`src/hdl/cpu_cfg.svh`:
```
`ifndef CPU_CFG_SVH
`define CPU_CFG_SVH

// **********************************************************
// Core address map
// **********************************************************

// PC value loaded while reset is high
`define CPU_RESET_VECTOR 16'h0000

// First interrupt vector
// Vector n sits at base + 4*n
`define CPU_IRQ_BASE 16'h0010

// Upper address byte of every LD and ST
`define CPU_IO_PAGE 8'h10

`endif

```
`src/hdl/cpuPkg.sv`:
```
package cpuPkg;

    // **********************************************************
    // Opcodes in instruction bits 3:0
    typedef enum logic [3:0] {
        ADD  = 4'h0,
        SUB  = 4'h1,
        AND  = 4'h2,
        OR   = 4'h3,
        XOR  = 4'h4,
        MOV  = 4'h5,    // Last register form
        ADDI = 4'h6,
        LDI  = 4'h7,
        LD   = 4'h8,
        ST   = 4'h9,
        JMP  = 4'hA,
        BRZ  = 4'hB,    // Last immediate form
        EI   = 4'hC,
        DI   = 4'hD,
        RETI = 4'hE,
        NOP  = 4'hF
    } opcodeT;

    // One instruction word, two decodings
    typedef union packed {
        struct packed {
            logic [3:0] regA;
            logic [3:0] regB;
            logic [3:0] spare;
            opcodeT     opcode;
        } regForm;
        struct packed {
            logic [3:0] regA;
            logic [7:0] imm8;
            opcodeT     opcode;
        } immForm;
    } instrT;

    typedef struct packed {
        logic interruptEnable;
        logic negative;
        logic zero;
        logic carry;
    } flagsT;

    typedef enum logic [1:0] {
        PC_NEXT,
        PC_BRANCH,
        PC_VECTOR,
        PC_SAVED
    } pcSelT;

    // **********************************************************
    // Datapath controls
    typedef struct packed {
        logic   regWrite;
        logic   regSrcMem;  // Write data from dMemIOOut
        opcodeT aluOp;
        logic   useImm;
        logic   flagWrite;
        pcSelT  pcSel;
        logic   pcLoad;
        logic   savePc;
    } ctrlT;

endpackage

```
`src/hdl/control.sv`:
```
module control (
    input  logic          clk,
    input  logic          reset_out,
    input  cpuPkg::instrT instr,
    input  cpuPkg::flagsT flags,
    input  logic [3:0]    interrupt,
    output cpuPkg::ctrlT  ctrl,
    output logic          iMemReadEnable,
    output logic          dMemIOReadEn,
    output logic          dMemIOWriteEn,
    output logic [3:0]    interruptClr
);
    import cpuPkg::*;

    typedef enum logic [2:0] {IDLE, FETCH, EXEC, LOAD, IRQ} stateT;

    stateT      state;
    stateT      nextState;
    opcodeT     op;
    logic [1:0] irqPick;    // Lowest pending line
    logic [1:0] irqWin;     // Line being serviced
    logic       irqShadow;  // Lets one instruction run after EI or RETI
    logic       irqTake;

    assign op = instr.regForm.opcode;

    // **********************************************************
    // Interrupt priority
    always_comb begin
        casez (interrupt)
            4'b???1: irqPick = 2'd0;
            4'b??10: irqPick = 2'd1;
            4'b?100: irqPick = 2'd2;
            default: irqPick = 2'd3;
        endcase
    end

    assign irqTake = (state == FETCH) && flags.interruptEnable && (|interrupt) && !irqShadow;

    always_ff @(posedge clk) begin
        if (reset_out) begin
            state     <= IDLE;
            irqWin    <= 2'd0;
            irqShadow <= 1'b0;
        end else begin
            state <= nextState;
            if (irqTake)
                irqWin <= irqPick;
            if (state == EXEC && (op == EI || op == RETI))
                irqShadow <= 1'b1;
            else if (state == FETCH && !irqTake)
                irqShadow <= 1'b0;      // Shadowed instruction now fetched
        end
    end

    // **********************************************************
    // State sequencing and decode
    always_comb begin
        ctrl           = '0;
        ctrl.aluOp     = NOP;
        ctrl.pcSel     = PC_NEXT;
        iMemReadEnable = 1'b0;
        dMemIOReadEn   = 1'b0;
        dMemIOWriteEn  = 1'b0;
        interruptClr   = 4'b0000;
        nextState      = state;
        case (state)
            IDLE: nextState = FETCH;
            FETCH: begin
                if (irqTake) begin
                    nextState = IRQ;        // No fetch this cycle
                end else begin
                    iMemReadEnable = 1'b1;
                    ctrl.pcLoad    = 1'b1;  // PC steps past the fetched word
                    nextState      = EXEC;
                end
            end
            EXEC: begin
                ctrl.aluOp = op;
                nextState  = FETCH;
                case (op)
                    ADD, SUB, AND, OR, XOR: begin
                        ctrl.regWrite  = 1'b1;
                        ctrl.flagWrite = 1'b1;
                    end
                    MOV: ctrl.regWrite = 1'b1;
                    ADDI: begin
                        ctrl.regWrite  = 1'b1;
                        ctrl.useImm    = 1'b1;
                        ctrl.flagWrite = 1'b1;
                    end
                    LDI: begin
                        ctrl.regWrite = 1'b1;
                        ctrl.useImm   = 1'b1;
                    end
                    LD: begin
                        dMemIOReadEn = 1'b1;
                        nextState    = LOAD;
                    end
                    ST: dMemIOWriteEn = 1'b1;
                    JMP: begin
                        ctrl.pcSel  = PC_BRANCH;
                        ctrl.pcLoad = 1'b1;
                    end
                    BRZ: begin
                        ctrl.pcSel  = PC_BRANCH;
                        ctrl.pcLoad = flags.zero;   // Taken on zero only
                    end
                    RETI: begin
                        ctrl.pcSel  = PC_SAVED;
                        ctrl.pcLoad = 1'b1;
                    end
                    default: ;                      // EI, DI and NOP
                endcase
            end
            LOAD: begin
                ctrl.aluOp     = op;
                ctrl.regWrite  = 1'b1;
                ctrl.regSrcMem = 1'b1;
                nextState      = FETCH;
            end
            IRQ: begin
                ctrl.savePc  = 1'b1;
                ctrl.pcSel   = PC_VECTOR;
                ctrl.pcLoad  = 1'b1;
                interruptClr = 4'b0001 << irqWin;
                nextState    = FETCH;
            end
            default: nextState = IDLE;
        endcase
    end

endmodule

```
`src/hdl/regFile.sv`:
```
module regFile (
    input  logic       clk,
    input  logic       reset_out,
    input  logic [3:0] readA,
    input  logic [3:0] readB,
    input  logic       writeEnable,
    input  logic [7:0] writeData,
    output logic [7:0] outA,
    output logic [7:0] outB
);

    // **********************************************************
    // Sixteen 8-bit registers
    logic [7:0] regs [16];

    always_ff @(posedge clk) begin
        if (reset_out) begin
            for (int i = 0; i < 16; i++) begin
                regs[i] <= 8'h00;
            end
        end else if (writeEnable) begin
            regs[readA] <= writeData;   // Destination is always register A
        end
    end

    // **********************************************************
    // Asynchronous read ports

    // Register A feeds the ALU and the data-memory write data
    assign outA = regs[readA];

    // Register B is the second ALU operand
    assign outB = regs[readB];

endmodule

```
`src/hdl/alu.sv`:
```
module alu (
    input  logic          clk,
    input  logic          reset_out,
    input  cpuPkg::ctrlT  ctrl,
    input  logic [7:0]    dataA,
    input  logic [7:0]    dataB,
    input  logic [7:0]    imm8,
    output logic [7:0]    result,
    output cpuPkg::flagsT flags,
    input  logic          setIe,
    input  logic          clearIe
);
    import cpuPkg::*;

    logic [7:0] operandB;
    logic [8:0] wide;       // Result with carry or borrow on top

    assign operandB = ctrl.useImm ? imm8 : dataB;

    // **********************************************************
    // Operations
    always_comb begin
        case (ctrl.aluOp)
            ADD, ADDI: wide = {1'b0, dataA} + {1'b0, operandB};
            SUB:       wide = {1'b0, dataA} - {1'b0, operandB};  // Bit 8 is the borrow
            AND:       wide = {1'b0, dataA & operandB};
            OR:        wide = {1'b0, dataA | operandB};
            XOR:       wide = {1'b0, dataA ^ operandB};
            default:   wide = {1'b0, operandB};     // MOV and LDI pass B through
        endcase
    end

    assign result = wide[7:0];

    // **********************************************************
    // Status register
    always_ff @(posedge clk) begin
        if (reset_out) begin
            flags <= '0;
        end else begin
            if (ctrl.flagWrite) begin
                flags.carry    <= wide[8];      // Logic ops clear it
                flags.zero     <= (wide[7:0] == 8'h00);
                flags.negative <= wide[7];
            end
            if (clearIe)
                flags.interruptEnable <= 1'b0;
            else if (setIe)
                flags.interruptEnable <= 1'b1;
        end
    end

endmodule

```
`src/hdl/programCounter.sv`:
```
`include "cpu_cfg.svh"

module programCounter (
    input  logic         clk,
    input  logic         reset_out,
    input  cpuPkg::ctrlT ctrl,
    input  logic [7:0]   imm8,
    input  logic [1:0]   irqIndex,
    output logic [15:0]  iMemAddress
);
    import cpuPkg::*;

    logic [15:0] pc;
    logic [15:0] curAddr;   // Address of the instruction in EXEC
    logic [15:0] savedPc;   // Return address for RETI
    logic [15:0] target;
    logic [15:0] pcIn;

    // **********************************************************
    // Branch target
    always_comb begin
        if (ctrl.aluOp == BRZ)
            target = curAddr + {{8{imm8[7]}}, imm8};    // Signed offset
        else
            target = {8'h00, imm8};                     // JMP
    end

    // Next PC select
    always_comb begin
        case (ctrl.pcSel)
            PC_NEXT:   pcIn = pc + 16'd1;
            PC_BRANCH: pcIn = target;
            PC_VECTOR: pcIn = `CPU_IRQ_BASE + {12'd0, irqIndex, 2'b00};
            default:   pcIn = savedPc;
        endcase
    end

    // **********************************************************
    // Registers
    always_ff @(posedge clk) begin
        if (reset_out)
            pc <= `CPU_RESET_VECTOR;
        else if (ctrl.pcLoad)
            pc <= pcIn;
    end

    always_ff @(posedge clk) begin
        if (ctrl.pcLoad && ctrl.pcSel == PC_NEXT)
            curAddr <= pc;      // Fetch in progress
        if (ctrl.savePc)
            savedPc <= pc;      // PC of the instruction not yet fetched
    end

    assign iMemAddress = pc;

endmodule

```
`src/hdl/cpu.sv`:
```
`include "cpu_cfg.svh"

module cpu (
    input  logic        clk,
    input  logic        reset_out,
    output logic [15:0] iMemAddress,
    input  logic [15:0] iMemOut,
    output logic        iMemReadEnable,
    output logic [15:0] dMemIOAddress,
    output logic [7:0]  dMemIOIn,
    input  logic [7:0]  dMemIOOut,
    output logic        dMemIOWriteEn,
    output logic        dMemIOReadEn,
    input  logic [3:0]  interrupt,
    output logic [3:0]  interruptClr
);
    import cpuPkg::*;

    instrT      instr;
    ctrlT       ctrl;
    flagsT      flags;
    logic [7:0] regOutA;
    logic [7:0] regOutB;
    logic [7:0] regIn;
    logic [7:0] aluResult;
    logic [1:0] irqIndex;
    logic       setIe;
    logic       clearIe;

    assign instr = iMemOut;

    // **********************************************************
    // Control
    control controlInst (
        .clk            (clk),
        .reset_out      (reset_out),
        .instr          (instr),
        .flags          (flags),
        .interrupt      (interrupt),
        .ctrl           (ctrl),
        .iMemReadEnable (iMemReadEnable),
        .dMemIOReadEn   (dMemIOReadEn),
        .dMemIOWriteEn  (dMemIOWriteEn),
        .interruptClr   (interruptClr)
    );

    // Vector number from the one-hot clear pulse
    always_comb begin
        case (interruptClr)
            4'b0010: irqIndex = 2'd1;
            4'b0100: irqIndex = 2'd2;
            4'b1000: irqIndex = 2'd3;
            default: irqIndex = 2'd0;
        endcase
    end

    assign setIe   = (ctrl.aluOp == EI) || (ctrl.aluOp == RETI);
    assign clearIe = (ctrl.aluOp == DI) || ctrl.savePc;    // DI or interrupt entry

    // **********************************************************
    // Datapath
    assign regIn = ctrl.regSrcMem ? dMemIOOut : aluResult;

    regFile regFileInst (
        .clk         (clk),
        .reset_out   (reset_out),
        .readA       (instr.regForm.regA),
        .readB       (instr.regForm.regB),
        .writeEnable (ctrl.regWrite),
        .writeData   (regIn),
        .outA        (regOutA),
        .outB        (regOutB)
    );

    alu aluInst (
        .clk       (clk),
        .reset_out (reset_out),
        .ctrl      (ctrl),
        .dataA     (regOutA),
        .dataB     (regOutB),
        .imm8      (instr.immForm.imm8),
        .result    (aluResult),
        .flags     (flags),
        .setIe     (setIe),
        .clearIe   (clearIe)
    );

    programCounter pcInst (
        .clk         (clk),
        .reset_out   (reset_out),
        .ctrl        (ctrl),
        .imm8        (instr.immForm.imm8),
        .irqIndex    (irqIndex),
        .iMemAddress (iMemAddress)
    );

    // IO page access, data from register A
    assign dMemIOAddress = {`CPU_IO_PAGE, instr.immForm.imm8};
    assign dMemIOIn      = regOutA;

endmodule

```
`config.mk`:
```
export PLATFORM = sky130hd
export DESIGN_NAME = cpu
export DESIGN_NICKNAME = d
export VERILOG_FILES = /design/src/hdl/cpuPkg.sv /design/src/hdl/control.sv /design/src/hdl/regFile.sv /design/src/hdl/alu.sv /design/src/hdl/programCounter.sv /design/src/hdl/cpu.sv
export VERILOG_INCLUDE_DIRS = /design/src /design/src/hdl
export SDC_FILE = /design/constraint.sdc
export NUM_CORES = 1
export LEC_CHECK = 0
export BUFFER_PORTS_ARGS = -buffer_cell sky130_fd_sc_hd__buf_2
export CORE_MARGIN = 5
export CORE_UTILIZATION = 30
export DETAILED_ROUTE_END_ITERATION = 12
export GPL_TIMING_DRIVEN = 1
export PLACE_DENSITY = 0.51
export SLEW_MARGIN = 20
export SYNTH_ARGS = -nofsm -noshare
export SYNTH_HDL_FRONTEND = slang
export SYNTH_HIERARCHICAL = 1
export SYNTH_SLANG_ARGS = --single-unit
```
`constraint.sdc`:
```
create_clock -name clk -period 8.1 [get_ports clk]
set_clock_uncertainty 0.1 [all_clocks]
set_input_delay 2.025 -clock clk [delete_from_list [all_inputs] [get_ports clk]]
set_output_delay 2.025 -clock clk [all_outputs]
set_load 0.03 [all_outputs]
```
==> impl_metrics.yaml <==
detailed_routing:
  drt_iter0_markers: 546
  firstDrtPassIters: 5
  viasPerCell: 5.20
  routed_wl_um: 33800
  ant_nets: 0
  post_drt_wl_per_cell_um: 21.1
  num_vias: 8329
  drc: 0
clocking:
  cts-buffers-inserted: 17
  root_buffer: "clkbuf_16"
  cts_setup_buffers: 0
  clock_sinks: 184
  cts_resized: 0
  cts_tree: "built"
  hold_buffers: 0
  clock_latency_ps: 430
  h-tree-depth: 4
  clock_path_buffers: 2
  clkTransAtPathRegs_ps: 70
layout:
  regArea_mm2: 0.00529
  diodes: 0
  final_cell_mix: "edfxtp_1 (160), and2_1 (131), buf_2 (68)"
  multiInputGateArea_mm2: 0.00612
  finalCoreUtilization_pct: 33.5
  drive_above_1_share_pct: 22.4
  final_nets: 1139
  instances_no_fill: 1603
  syn2layout_area_growth_pct: 11.0
  nFillCells: 3917
  final_common_cell: "edfxtp_1"
timing:
  tns_ps: 0
  hold_ws_ps: 405
  slew_headroom_pct: 47.8
  setup_violations: 0
  min_period_over_period_pct: 81.0
  tightest_slew_ps: 778
  fin_crit_ps: 6560
  hold_viol: 0
  fmax_ghz: 0.152
  rsz0062_at_grt: "false"
  slew_violations: 0
setup_path:
  path_cells: "buf_2 -> buf_4 -> mux4_2 -> a22oi_1 -> nand2_1 -> mux2i_1 -> o21a_1 -> nand2_1 -> nand2_1 -> xnor2_1 -> ha_1 -> or3_1 -> o211a_1 -> or3_1 -> a31oi_1 -> inv_1 -> mux2_4 -> and2_1"
  r2r_cells: 17
  crit_slowest_cell: "buf_2"
  worstSetupPathType: "in2reg"
  cp_max_fo: 21
  cp_top_family: "multiplexers"
  required_ps: 8180
  critPathMaxStageDelay_ps: 580
  cp.arrival_ps: 6650
  crit_path_start_kind: "input port"
  path_common_cell: "nand2_1"
  end_kind: "flip-flop"
  cp_num_buf_inv: 3
  cp.depth: 18
logic_synthesis:
  netlist_area_mm2: 0.0119
  syn_inst: 1030
  syn_area_per_cell_um2: 11.6
  ys_warn_count: 6
placed_design:
  dp_hpwl_um: 25100
  gp_congestion: 0.816
  place_inst: 1571
  io_buffers: 68
worst_hold_path:
  worstHoldPathType: "reg2reg"
  min_path_cells: 2
pwr:
  p_total_mw: 2.50
  total_leakage_power_nw: 5.04
  irDropWorstVdd_mv: 0.150
  p_per_area_mw_per_mm2: 189
die:
  fp.coreArea_mm2: 0.0395
  fp.dieW_um: 209
  rows: 73
  die_h_um: 209
  ios: 77
  dieArea_mm2: 0.0439
  initial_core_util_pct: 30.2
global_route:
  grt_max_degree: 36
  overflow: 0
  grt_pass1_vias: 8462
  grt_use_total_pct: 15.4
  antenna_found_initial: 0
  grt_pass1_wl_um: 52300
run_status:
  outcome: "completed"
run:
  drv_cap: 0
[worst reg2reg max path, delay by kind of cell, from the launching register on]
kind	cells	cell delay [ps]
AO/OA/AOI/OAI	3	720
XOR/XNOR	1	160
adder cells (fa/ha/maj)	2	620
buffers and inverters	1	240
flip-flops	1	380
multiplexers	2	920
AND/OR/NAND/NOR	8	1610
[worst paths after layout]
| kind | endpoint | start | slack [ps] |
|---|---|---|---|
| hold / removal | aluInst/flags[3] | aluInst/flags[3] | 400 |
| setup / recovery | regFileInst/regs[6][7] | iMemOut[8] | 1540 |
| hold reg to reg | aluInst/flags[3] | aluInst/flags[3] | 400 |
| setup reg to reg | regFileInst/regs[7][6] | controlInst/state[2] | 3120 |
[sequential cells by signal, indices dropped and copies added, names as in the netlist]
signal,count
regFileInst/regs,128
pcInst/curAddr,16
pcInst/iMemAddress,16
pcInst/savedPc,16
controlInst/state,3
aluInst/flags,2
controlInst/irqWin,2
controlInst/irqShadow,1
[metal layers]
metal | wire (um) | global-route usage [%] | vias to the layer above | share of wire, %
met2 | 16700 | 26.0 | 211 | 49
met1 | 15000 | 20.7 | 4170 | 44
met3 | 1510 | 2.39 | 30 | 4.4
li1 | - | - | 3918 | -
met5 | 0 | 0 | - | 0
met4 | 595 | 3.98 | 0 | 1.8
[per-stage QoR]
stage / area, um^2 / setup slack, ps
2_1_floorplan: 12000 / 1700
3_3_place_gp: 12700 / 1100
3_5_place_dp: 12700 / 1100
4_1_cts: 13300 / 1540
5_1_grt: 13300 / 1170
6_report: 13300 / 1540
[power by group]
| group | total (mW) | internal, mW | leakage, nW | switching (mW) |
|---|---|---|---|---|
| combinational | 0.557 | 0.205 | 2.94 | 0.352 |
| sequential | 1.11 | 1.08 | 1.82 | 0.0371 |
| clock | 0.833 | 0.438 | 0.284 | 0.395 |
| total | 2.50 | 1.72 | 5.04 | 0.784 |
[area by class of cell]
cell class	instances	area share, %
clock buffer	17	3.21
clock inverter	15	1.26
tap	525	4.96
timing repair buffer	85	3.53
sequential	184	39.9
multi-input combinational	743	46.2
inverter	34	0.963
No activity file was read; power rests on OpenSTA's default activity.
